File: config.mk
export PLATFORM = sky130hd
export DESIGN_NAME = load_store_unit
export DESIGN_NICKNAME = d
export VERILOG_FILES = /design/src/common/lsu_pkg.sv /design/src/common/mem_bus_pkg.sv /design/src/lsu/lsu_ctrl_fsm.sv /design/src/lsu/lsu_load_align.sv /design/src/lsu/lsu_store_align.sv /design/src/rtl/load_store_unit.sv
export SDC_FILE = /design/constraint.sdc
export NUM_CORES = 1
export LEC_CHECK = 0
export BUFFER_PORTS_ARGS = -buffer_cell sky130_fd_sc_hd__buf_2
export CORE_ASPECT_RATIO = 1.25
export CORE_MARGIN = 2
export CORE_UTILIZATION = 52
export DETAILED_ROUTE_END_ITERATION = 10
export PLACE_DENSITY = 0.84
export SETUP_SLACK_MARGIN = 0.5
export SLEW_MARGIN = 20
export SYNTH_ARGS = -nofsm -noshare
export SYNTH_HDL_FRONTEND = slang
export SYNTH_SLANG_ARGS = --single-unit
File: constraint.sdc
create_clock -name clk_i -period 7.3 [get_ports clk_i]
set_clock_uncertainty 0.2 [all_clocks]
set_input_delay 0 -clock clk_i [delete_from_list [all_inputs] [get_ports clk_i]]
set_output_delay 0 -clock clk_i [all_outputs]
set_load 0.05 [all_outputs]
File: src/common/lsu_pkg.sv
//////////////////////////////////////////////////////////////////////
// load/store unit core-side definitions
// access sizes, sequencing states, the execute-stage request and the
// access controls held while a response is outstanding
//////////////////////////////////////////////////////////////////////
package lsu_pkg;

  // word geometry
  localparam int unsigned LSU_WORD_W   = 32;
  localparam int unsigned LSU_OFFSET_W = 2;
  localparam int unsigned LSU_BYTES    = 4;

  // access size as encoded by the decoder
  // both byte codes behave the same
  typedef enum logic [1:0] {
    SIZE_WORD     = 2'b00,
    SIZE_HALF     = 2'b01,
    SIZE_BYTE     = 2'b10,
    SIZE_BYTE_ALT = 2'b11
  } lsu_size_e;

  // bus sequencing states
  typedef enum logic [2:0] {
    IDLE,
    WAIT_GNT_MIS,
    WAIT_RVALID_MIS,
    WAIT_GNT,
    WAIT_RVALID_MIS_GNTS_DONE
  } ls_state_e;

  // access from the execute stage, addr is the raw adder result
  typedef struct packed {
    logic                  we;
    lsu_size_e             size;
    logic                  sign_ext;
    logic [LSU_WORD_W-1:0] wdata;
    logic [LSU_WORD_W-1:0] addr;
  } lsu_req_t;

  // controls captured on a grant, used when the response returns
  typedef struct packed {
    logic [LSU_OFFSET_W-1:0] offset;
    lsu_size_e               size;
    logic                    sign_ext;
    logic                    we;
  } lsu_ctrl_t;

endpackage

File: src/common/mem_bus_pkg.sv
//////////////////////////////////////////////////////////////////////
// data memory bus definitions
// word-aligned request payload with byte enables, and the response
//////////////////////////////////////////////////////////////////////
package mem_bus_pkg;

  // bus geometry
  localparam int unsigned BUS_ADDR_W = 32;
  localparam int unsigned BUS_DATA_W = 32;
  localparam int unsigned BUS_BE_W   = 4;

  // request payload, valid while data_req is high
  // addr always word aligned, be selects the written lanes
  typedef struct packed {
    logic [BUS_ADDR_W-1:0] addr;
    logic                  we;
    logic [BUS_BE_W-1:0]   be;
    logic [BUS_DATA_W-1:0] wdata;
  } mem_req_t;

  // response, one rvalid per granted request, in order
  // err flags a failed access, rdata only meaningful for loads
  typedef struct packed {
    logic                  rvalid;
    logic                  err;
    logic [BUS_DATA_W-1:0] rdata;
  } mem_rsp_t;

endpackage

File: src/lsu/lsu_ctrl_fsm.sv
//////////////////////////////////////////////////////////////////////
// load/store sequencing FSM
// issues one bus request, or two for a split access, and reports the
// response with the combined bus error of both halves
//////////////////////////////////////////////////////////////////////
module lsu_ctrl_fsm
  import lsu_pkg::*;
  import mem_bus_pkg::*;
(
  input  logic     clk_i,
  input  logic     rst_ni,

  // core side
  input  logic     lsu_req_i,
  input  logic     lsu_we_i,
  input  logic     split_i,

  // bus handshake
  input  logic     data_gnt_i,
  input  mem_rsp_t rsp_i,
  output logic     data_req_o,

  // datapath control
  output logic     addr_incr_req_o,
  output logic     second_half_o,
  output logic     addr_update_o,
  output logic     ctrl_update_o,
  output logic     rdata_update_o,

  // status to the core
  output logic     lsu_req_done_o,
  output logic     lsu_resp_valid_o,
  output logic     lsu_rdata_valid_o,
  output logic     load_err_o,
  output logic     store_err_o,
  output logic     busy_o
);

  ls_state_e state_q, state_d;

  // high from the first grant of a split access until its second grant
  logic second_half_q, second_half_d;
  // bus error seen on the first half
  logic lsu_err_q, lsu_err_d;
  logic resp_err;

  //////////////////////////////////////////////////////////////////////
  // next state
  //////////////////////////////////////////////////////////////////////

  always_comb begin
    state_d         = state_q;
    second_half_d   = second_half_q;
    lsu_err_d       = lsu_err_q;
    data_req_o      = 1'b0;
    addr_incr_req_o = 1'b0;
    addr_update_o   = 1'b0;
    ctrl_update_o   = 1'b0;
    rdata_update_o  = 1'b0;

    unique case (state_q)
      IDLE: begin
        if (lsu_req_i) begin
          data_req_o = 1'b1;
          lsu_err_d  = 1'b0;
          if (data_gnt_i) begin
            ctrl_update_o = 1'b1;
            addr_update_o = 1'b1;
            second_half_d = split_i;
            state_d       = split_i ? WAIT_RVALID_MIS : IDLE;
          end else begin
            state_d = split_i ? WAIT_GNT_MIS : WAIT_GNT;
          end
        end
      end

      // first half of a split access still waiting for its grant
      WAIT_GNT_MIS: begin
        data_req_o = 1'b1;
        if (data_gnt_i) begin
          ctrl_update_o = 1'b1;
          addr_update_o = 1'b1;
          second_half_d = 1'b1;
          state_d       = WAIT_RVALID_MIS;
        end
      end

      // second half on the bus, first response outstanding
      WAIT_RVALID_MIS: begin
        data_req_o      = 1'b1;
        addr_incr_req_o = 1'b1;
        if (rsp_i.rvalid) begin
          lsu_err_d      = rsp_i.err;
          rdata_update_o = ~lsu_we_i;
          // keep the failing first address for the core
          addr_update_o  = data_gnt_i & ~rsp_i.err;
          second_half_d  = ~data_gnt_i;
          state_d        = data_gnt_i ? IDLE : WAIT_GNT;
        end else if (data_gnt_i) begin
          second_half_d = 1'b0;
          state_d       = WAIT_RVALID_MIS_GNTS_DONE;
        end
      end

      // single access, or second half once the first response is in
      WAIT_GNT: begin
        data_req_o      = 1'b1;
        addr_incr_req_o = second_half_q;
        if (data_gnt_i) begin
          // controls of a split access were taken on its first grant,
          // the second address carries no byte offset
          ctrl_update_o = ~second_half_q;
          addr_update_o = ~lsu_err_q;
          second_half_d = 1'b0;
          state_d       = IDLE;
        end
      end

      // both halves granted, first response still due
      WAIT_RVALID_MIS_GNTS_DONE: begin
        addr_incr_req_o = 1'b1;
        if (rsp_i.rvalid) begin
          lsu_err_d      = rsp_i.err;
          addr_update_o  = ~rsp_i.err;
          rdata_update_o = ~lsu_we_i;
          state_d        = IDLE;
        end
      end

      default: begin
        state_d = IDLE;
      end
    endcase
  end

  always_ff @(posedge clk_i or negedge rst_ni) begin
    if (!rst_ni) begin
      state_q       <= IDLE;
      second_half_q <= 1'b0;
      lsu_err_q     <= 1'b0;
    end else begin
      state_q       <= state_d;
      second_half_q <= second_half_d;
      lsu_err_q     <= lsu_err_d;
    end
  end

  //////////////////////////////////////////////////////////////////////
  // status
  //////////////////////////////////////////////////////////////////////

  assign second_half_o = second_half_q;
  assign busy_o        = (state_q != IDLE);

  // done once the last request is on its way and nothing else is due
  assign lsu_req_done_o = (lsu_req_i | busy_o) & (state_d == IDLE);

  // the final response always returns in IDLE
  assign resp_err          = lsu_err_q | rsp_i.err;
  assign lsu_resp_valid_o  = rsp_i.rvalid & (state_q == IDLE);
  assign lsu_rdata_valid_o = lsu_resp_valid_o & ~resp_err & ~lsu_we_i;
  assign load_err_o        = lsu_resp_valid_o & resp_err & ~lsu_we_i;
  assign store_err_o       = lsu_resp_valid_o & resp_err & lsu_we_i;

  // state register only ever holds a legal encoding
  state_valid_a : assert property (@(posedge clk_i) disable iff (!rst_ni)
    state_q inside {IDLE, WAIT_GNT_MIS, WAIT_RVALID_MIS, WAIT_GNT,
                    WAIT_RVALID_MIS_GNTS_DONE});

  // a new access is only picked up from a known request strobe
  req_known_a : assert property (@(posedge clk_i) disable iff (!rst_ni)
    (state_q == IDLE) |-> !$isunknown(lsu_req_i));

endmodule

File: src/lsu/lsu_load_align.sv
//////////////////////////////////////////////////////////////////////
// load-side alignment
// captures the access controls, keeps the first half of a split load
// and realigns and extends the returned data
//////////////////////////////////////////////////////////////////////
module lsu_load_align
  import lsu_pkg::*;
  import mem_bus_pkg::*;
(
  input  logic                  clk_i,
  input  logic                  rst_ni,
  input  lsu_req_t              req_i,
  input  logic                  ctrl_update_i,
  input  logic                  rdata_update_i,
  input  mem_rsp_t              rsp_i,
  output lsu_ctrl_t             ctrl_o,
  output logic [LSU_WORD_W-1:0] lsu_rdata_o
);

  lsu_ctrl_t ctrl_q, ctrl_d;

  // upper three bytes of the first response
  logic [LSU_WORD_W-1:8] rdata_q;

  logic [LSU_WORD_W-1:0] rdata_w;
  logic [15:0]           half;
  logic [7:0]            byte_v;
  logic [LSU_WORD_W-1:0] rdata_h_ext;
  logic [LSU_WORD_W-1:0] rdata_b_ext;

  //////////////////////////////////////////////////////////////////////
  // capture
  //////////////////////////////////////////////////////////////////////

  assign ctrl_d.offset   = req_i.addr[LSU_OFFSET_W-1:0];
  assign ctrl_d.size     = req_i.size;
  assign ctrl_d.sign_ext = req_i.sign_ext;
  assign ctrl_d.we       = req_i.we;

  always_ff @(posedge clk_i or negedge rst_ni) begin
    if (!rst_ni) begin
      ctrl_q <= '{offset: '0, size: SIZE_WORD, sign_ext: 1'b0, we: 1'b0};
    end else if (ctrl_update_i) begin
      ctrl_q <= ctrl_d;
    end
  end

  always_ff @(posedge clk_i) begin
    if (rdata_update_i) begin
      rdata_q <= rsp_i.rdata[LSU_WORD_W-1:8];
    end
  end

  assign ctrl_o = ctrl_q;

  //////////////////////////////////////////////////////////////////////
  // realignment
  //////////////////////////////////////////////////////////////////////

  // word: stored high bytes of the first word, low bytes of the second
  always_comb begin
    unique case (ctrl_q.offset)
      2'd1:    rdata_w = {rsp_i.rdata[7:0], rdata_q[31:8]};
      2'd2:    rdata_w = {rsp_i.rdata[15:0], rdata_q[31:16]};
      2'd3:    rdata_w = {rsp_i.rdata[23:0], rdata_q[31:24]};
      default: rdata_w = rsp_i.rdata;
    endcase
  end

  // half word, offset 3 joins across the word boundary
  always_comb begin
    unique case (ctrl_q.offset)
      2'd1:    half = rsp_i.rdata[23:8];
      2'd2:    half = rsp_i.rdata[31:16];
      2'd3:    half = {rsp_i.rdata[7:0], rdata_q[31:24]};
      default: half = rsp_i.rdata[15:0];
    endcase
  end

  // byte never splits
  assign byte_v = rsp_i.rdata[{ctrl_q.offset, 3'b000} +: 8];

  // zero or sign extension from the top bit
  assign rdata_h_ext = ctrl_q.sign_ext ? {{16{half[15]}}, half} : {16'h0000, half};
  assign rdata_b_ext = ctrl_q.sign_ext ? {{24{byte_v[7]}}, byte_v} : {24'h00_0000, byte_v};

  always_comb begin
    unique case (ctrl_q.size)
      SIZE_WORD: lsu_rdata_o = rdata_w;
      SIZE_HALF: lsu_rdata_o = rdata_h_ext;
      default:   lsu_rdata_o = rdata_b_ext;
    endcase
  end

  // captured controls steer the FSM error split, so they must stay known
  ctrl_known_a : assert property (@(posedge clk_i) disable iff (!rst_ni)
    !$isunknown(ctrl_o));

endmodule

File: src/lsu/lsu_store_align.sv
//////////////////////////////////////////////////////////////////////
// store-side alignment
// split detection, byte enables, store data rotation, word-aligned bus
// address and the last-address register
//////////////////////////////////////////////////////////////////////
module lsu_store_align
  import lsu_pkg::*;
  import mem_bus_pkg::*;
(
  input  logic                  clk_i,
  input  logic                  rst_ni,
  input  lsu_req_t              req_i,
  input  logic                  second_half_i,
  input  logic                  addr_incr_i,
  input  logic                  addr_update_i,
  output logic                  split_o,
  output mem_req_t              bus_req_o,
  output logic [LSU_WORD_W-1:0] addr_last_o
);

  logic [LSU_WORD_W-1:0]   addr_last_q, addr_last_d;
  logic [LSU_WORD_W-1:0]   addr_aligned;
  logic [LSU_OFFSET_W-1:0] offset;
  logic [LSU_BYTES-1:0]    be;
  logic [BUS_DATA_W-1:0]   wdata;

  // the second word address comes in aligned, so the byte offset of a
  // split access is taken from the first address held in addr_last
  assign offset = addr_incr_i ? addr_last_q[LSU_OFFSET_W-1:0]
                              : req_i.addr[LSU_OFFSET_W-1:0];

  assign addr_aligned = {req_i.addr[LSU_WORD_W-1:LSU_OFFSET_W], {LSU_OFFSET_W{1'b0}}};

  // misaligned word, or half word crossing into the next word
  assign split_o = ((req_i.size == SIZE_WORD) && (offset != '0)) ||
                   ((req_i.size == SIZE_HALF) && (offset == 2'd3));

  //////////////////////////////////////////////////////////////////////
  // byte enables
  //////////////////////////////////////////////////////////////////////

  always_comb begin
    unique case (req_i.size)
      SIZE_WORD: begin
        // first half covers offset and up, second half the rest
        if (!second_half_i) begin
          be = 4'b1111 << offset;
        end else begin
          be = 4'b1111 >> (3'd4 - {1'b0, offset});
        end
      end
      SIZE_HALF: begin
        // only offset 3 spills one byte into the next word
        be = second_half_i ? 4'b0001 : (4'b0011 << offset);
      end
      default: begin
        be = 4'b0001 << offset;
      end
    endcase
  end

  // rotate store data left by the byte offset so each byte lands in
  // its lane, the same rotation serves both halves
  always_comb begin
    unique case (offset)
      2'd1:    wdata = {req_i.wdata[23:0], req_i.wdata[31:24]};
      2'd2:    wdata = {req_i.wdata[15:0], req_i.wdata[31:16]};
      2'd3:    wdata = {req_i.wdata[7:0], req_i.wdata[31:8]};
      default: wdata = req_i.wdata;
    endcase
  end

  assign bus_req_o.addr  = addr_aligned;
  assign bus_req_o.we    = req_i.we;
  assign bus_req_o.be    = be;
  assign bus_req_o.wdata = wdata;

  //////////////////////////////////////////////////////////////////////
  // last address
  //////////////////////////////////////////////////////////////////////

  // full address for a first or single access, aligned word otherwise
  assign addr_last_d = addr_incr_i ? addr_aligned : req_i.addr;

  always_ff @(posedge clk_i or negedge rst_ni) begin
    if (!rst_ni) begin
      addr_last_q <= '0;
    end else if (addr_update_i) begin
      addr_last_q <= addr_last_d;
    end
  end

  assign addr_last_o = addr_last_q;

  // the second half goes to the word after the first, word aligned
  second_addr_a : assert property (@(posedge clk_i) disable iff (!rst_ni)
    second_half_i |-> (bus_req_o.addr[LSU_OFFSET_W-1:0] == '0) &&
      (bus_req_o.addr[LSU_WORD_W-1:LSU_OFFSET_W] ==
       addr_last_q[LSU_WORD_W-1:LSU_OFFSET_W] + 1'b1));

endmodule

File: src/rtl/load_store_unit.sv
//////////////////////////////////////////////////////////////////////
// load/store unit top level
// connects the sequencing FSM and both alignment blocks to the core
// and to the data memory bus
//////////////////////////////////////////////////////////////////////
module load_store_unit
  import lsu_pkg::*;
  import mem_bus_pkg::*;
(
  input  logic                  clk_i,
  input  logic                  rst_ni,

  // execute stage
  input  logic                  lsu_req_i,
  input  lsu_req_t              lsu_req_i_s,
  output logic [LSU_WORD_W-1:0] lsu_rdata_o,
  output logic                  lsu_rdata_valid_o,
  output logic                  lsu_resp_valid_o,
  output logic                  lsu_req_done_o,
  output logic                  addr_incr_req_o,
  output logic [LSU_WORD_W-1:0] addr_last_o,
  output logic                  load_err_o,
  output logic                  store_err_o,
  output logic                  busy_o,

  // data memory bus
  output logic                  data_req_o,
  output mem_req_t              data_o,
  input  logic                  data_gnt_i,
  input  mem_rsp_t              data_rsp_i
);

  // FSM to datapath strobes
  logic      second_half;
  logic      addr_update;
  logic      ctrl_update;
  logic      rdata_update;
  logic      split;
  lsu_ctrl_t ctrl;

  lsu_ctrl_fsm i_lsu_ctrl_fsm (
    .clk_i             (clk_i),
    .rst_ni            (rst_ni),
    .lsu_req_i         (lsu_req_i),
    .lsu_we_i          (ctrl.we),
    .split_i           (split),
    .data_gnt_i        (data_gnt_i),
    .rsp_i             (data_rsp_i),
    .data_req_o        (data_req_o),
    .addr_incr_req_o   (addr_incr_req_o),
    .second_half_o     (second_half),
    .addr_update_o     (addr_update),
    .ctrl_update_o     (ctrl_update),
    .rdata_update_o    (rdata_update),
    .lsu_req_done_o    (lsu_req_done_o),
    .lsu_resp_valid_o  (lsu_resp_valid_o),
    .lsu_rdata_valid_o (lsu_rdata_valid_o),
    .load_err_o        (load_err_o),
    .store_err_o       (store_err_o),
    .busy_o            (busy_o)
  );

  // request payload and last address
  lsu_store_align i_lsu_store_align (
    .clk_i         (clk_i),
    .rst_ni        (rst_ni),
    .req_i         (lsu_req_i_s),
    .second_half_i (second_half),
    .addr_incr_i   (addr_incr_req_o),
    .addr_update_i (addr_update),
    .split_o       (split),
    .bus_req_o     (data_o),
    .addr_last_o   (addr_last_o)
  );

  // response data
  lsu_load_align i_lsu_load_align (
    .clk_i          (clk_i),
    .rst_ni         (rst_ni),
    .req_i          (lsu_req_i_s),
    .ctrl_update_i  (ctrl_update),
    .rdata_update_i (rdata_update),
    .rsp_i          (data_rsp_i),
    .ctrl_o         (ctrl),
    .lsu_rdata_o    (lsu_rdata_o)
  );

endmodule

==> impl_metrics.env <==
export IMPL_cp_data_required_time_ps=7100
export IMPL_cp_start_kind="flop"
export IMPL_port_buffers=244
export IMPL_rsz0062_at_grt="no"
export IMPL_yosysUniqueCellTypes=53
export IMPL_fmax_ghz=0.275
export IMPL_hold_class="in2reg"
export IMPL_synth_edf_count=24
export IMPL_ys_warnings_count=0
export IMPL_drc_errors=0
export IMPL_die_area_um2=11100
export IMPL_wl_um=17800
export IMPL_gp_congestion=0.883
export IMPL_grt_max_degree=83
export IMPL_ys_seq_area_share_pct=33.6
export IMPL_synth_top_area_share_pct=20.1
export IMPL_synth_most_common_cell="mux2i_1"
export IMPL_grt_pass1_vias=5714
export IMPL_area_growth_synth_to_final_pct=37.2
export IMPL_cts_setup_buffers=0
export IMPL_synth_area_leaders="dfrtp_1, mux2i_1, edfxtp_1"
export IMPL_critical_path_class="reg2out"
export IMPL_initial_core_util_pct=53.1
export IMPL_setup_violations=0
export IMPL_placedCellCount=879
export IMPL_clock_sinks=67
export IMPL_fin_crit_ps=3640
export IMPL_core_area_um2=10100
export IMPL_clk_pin_slew_worst_paths_ps=60
export IMPL_status="finished, final reports clean"
export IMPL_syn_avg_cell_area_um2=9.28
export IMPL_finalHoldViolations=0
export IMPL_post_route_period_util_pct=49.9
export IMPL_root_buffer="clkbuf_16"
export IMPL_ys_async_sr_fraction_pct=64.2
export IMPL_cts_tree="built"
export IMPL_critPathMaxFanout=38
export IMPL_grt_usage_pct=31.4
export IMPL_synth_seq_cells=67
export IMPL_tns_ps=0
export IMPL_end_kind="primary output"
export IMPL_slew_violations=0
export IMPL_diodes=0
export IMPL_cts_resized=0
export IMPL_netlist_instances=576
export IMPL_grt_overflow=0
export IMPL_grt_antenna_before_repair=0
export IMPL_insertion_delay_ps=330
export IMPL_hpwl_um=11600
export IMPL_drtPass1Iterations=5
export IMPL_synth_common_cells="mux2i_1, nand2_1, o21ai_0, dfrtp_1, mux2_2"
export IMPL_syn_area_um2=5340
export IMPL_maxCapViolations=0
export IMPL_wire_per_inst_um=18.5
export IMPL_die_w_um=94.7
export IMPL_ios=247
export IMPL_ant_nets=0
export IMPL_ctsHtreeMaxLevel=3
export IMPL_rows=41
export IMPL_initialDrtViolationCount=450
export IMPL_tightestPinTransition_ps=973
export IMPL_slew_headroom_pct=35.1
export IMPL_via_per_inst=5.98
export IMPL_clockBufferDepth=2
export IMPL_yosys_area_top_type="dfrtp_1"
export IMPL_ctsHoldBuffers=65
export IMPL_drive_gt1_share_pct=38.7
export IMPL_worstPathArrival_ps=3440
export IMPL_synthFlopType="dfrtp_1"
export IMPL_grt_pass1_wl_um=27900
export IMPL_num_vias=5745
export IMPL_final_cells=960
export IMPL_nets=933
export IMPL_cts_buffers=9
export IMPL_fp_dieH_um=117
-- sequential cells by signal, indices dropped and copies added (netlist names) --
signal	cells
i_lsu_ctrl_fsm.lsu_err_q	1
i_lsu_ctrl_fsm.second_half_o	1
i_lsu_ctrl_fsm.state_q	3
i_lsu_load_align.ctrl_o	6
i_lsu_load_align.rdata_q	24
i_lsu_store_align.addr_last_o	32
-- metrics by stage --
step	utilization (%)	instance area, um2	worst slack [ps]	hold WS, ps
2_1_floorplan	-	5350	4090	-496
3_3_place_gp	63.1	6340	4270	-7.44
3_5_place_dp	63.1	6340	4090	11.2
4_1_cts	72.9	7330	3720	17.3
5_1_grt	72.9	7330	3460	66.8
6_report	72.9	7330	3660	42.1
-- worst paths after layout --
check                                                  from                                 to  slack (ps)  cells past startpoint
setup / recovery                  i_lsu_ctrl_fsm.state_q[1]                         data_o[32]        3660                     11
hold / removal                                    lsu_req_i          i_lsu_ctrl_fsm.state_q[0]          40                      4
setup reg to reg                  i_lsu_ctrl_fsm.state_q[1]       i_lsu_ctrl_fsm.second_half_o        4080                      7
hold reg to reg            i_lsu_store_align.addr_last_o[2]   i_lsu_store_align.addr_last_o[2]         300                      1
max in group asynchronous                            rst_ni         i_lsu_load_align.ctrl_o[5]        6030                      2
min in group asynchronous                            rst_ni  i_lsu_store_align.addr_last_o[11]         190                      2
-- cells by family after synthesis --
family	share of synthesized area, %
xor gates and xnor gates	0.164
muxes	26.8
other	0.0702
AOI/OAI and AO/OA	18.0
adders and majority gates	0.234
buffers and inverters	9.41
and+or+nand+nor	11.7
DFF	33.6
-- worst max-delay path: stages, from the launching register on --
cell and delay, ps:
dfrtp_1 630, xnor2_1 250, nor2_4 310, mux2i_4 270, buf_4 480, nand2_1 160
ha_1 300, inv_1 30, mux2i_1 130, nor2_1 60, a21oi_1 170, buf_2 290
-- final cells by class --
cell class	count	area [um2]
timing repair buffer	316	1920
inverter	11	41.3
clock inverter	5	62.6
clock buffer	11	275
tap	129	161
sequential	67	1800
fill	699	2720
multi-input combinational	421	3070
-- cell usage in the layout (no fill, tap or decap), types with 8 or more instances in the layout --
cell type        n
a21oi_1         30
buf_2          244
clkbuf_16       11
dfrtp_1         41
dlygate4sd3_1   65
edfxtp_1        24
inv_1           11
mux2_2          40
mux2i_1         85
nand2_1         47
nand2b_1        13
nand3_1          8
nor2_1          36
nor3_1           9
o21ai_0         44
o22ai_1          9
-- metal layers --
layer	vias to the layer above	track usage, %	part of all wire (%)
met1	2685	35.9	35
met5	-	0	0
met3	69	5.14	8.6
met2	398	56.3	53
li1	2593	-	-
met4	0	14.0	3.5
Power is left out: the tool's default activity adds up to more than one toggle a clock period on the data nets, which glitch-free logic cannot reach.
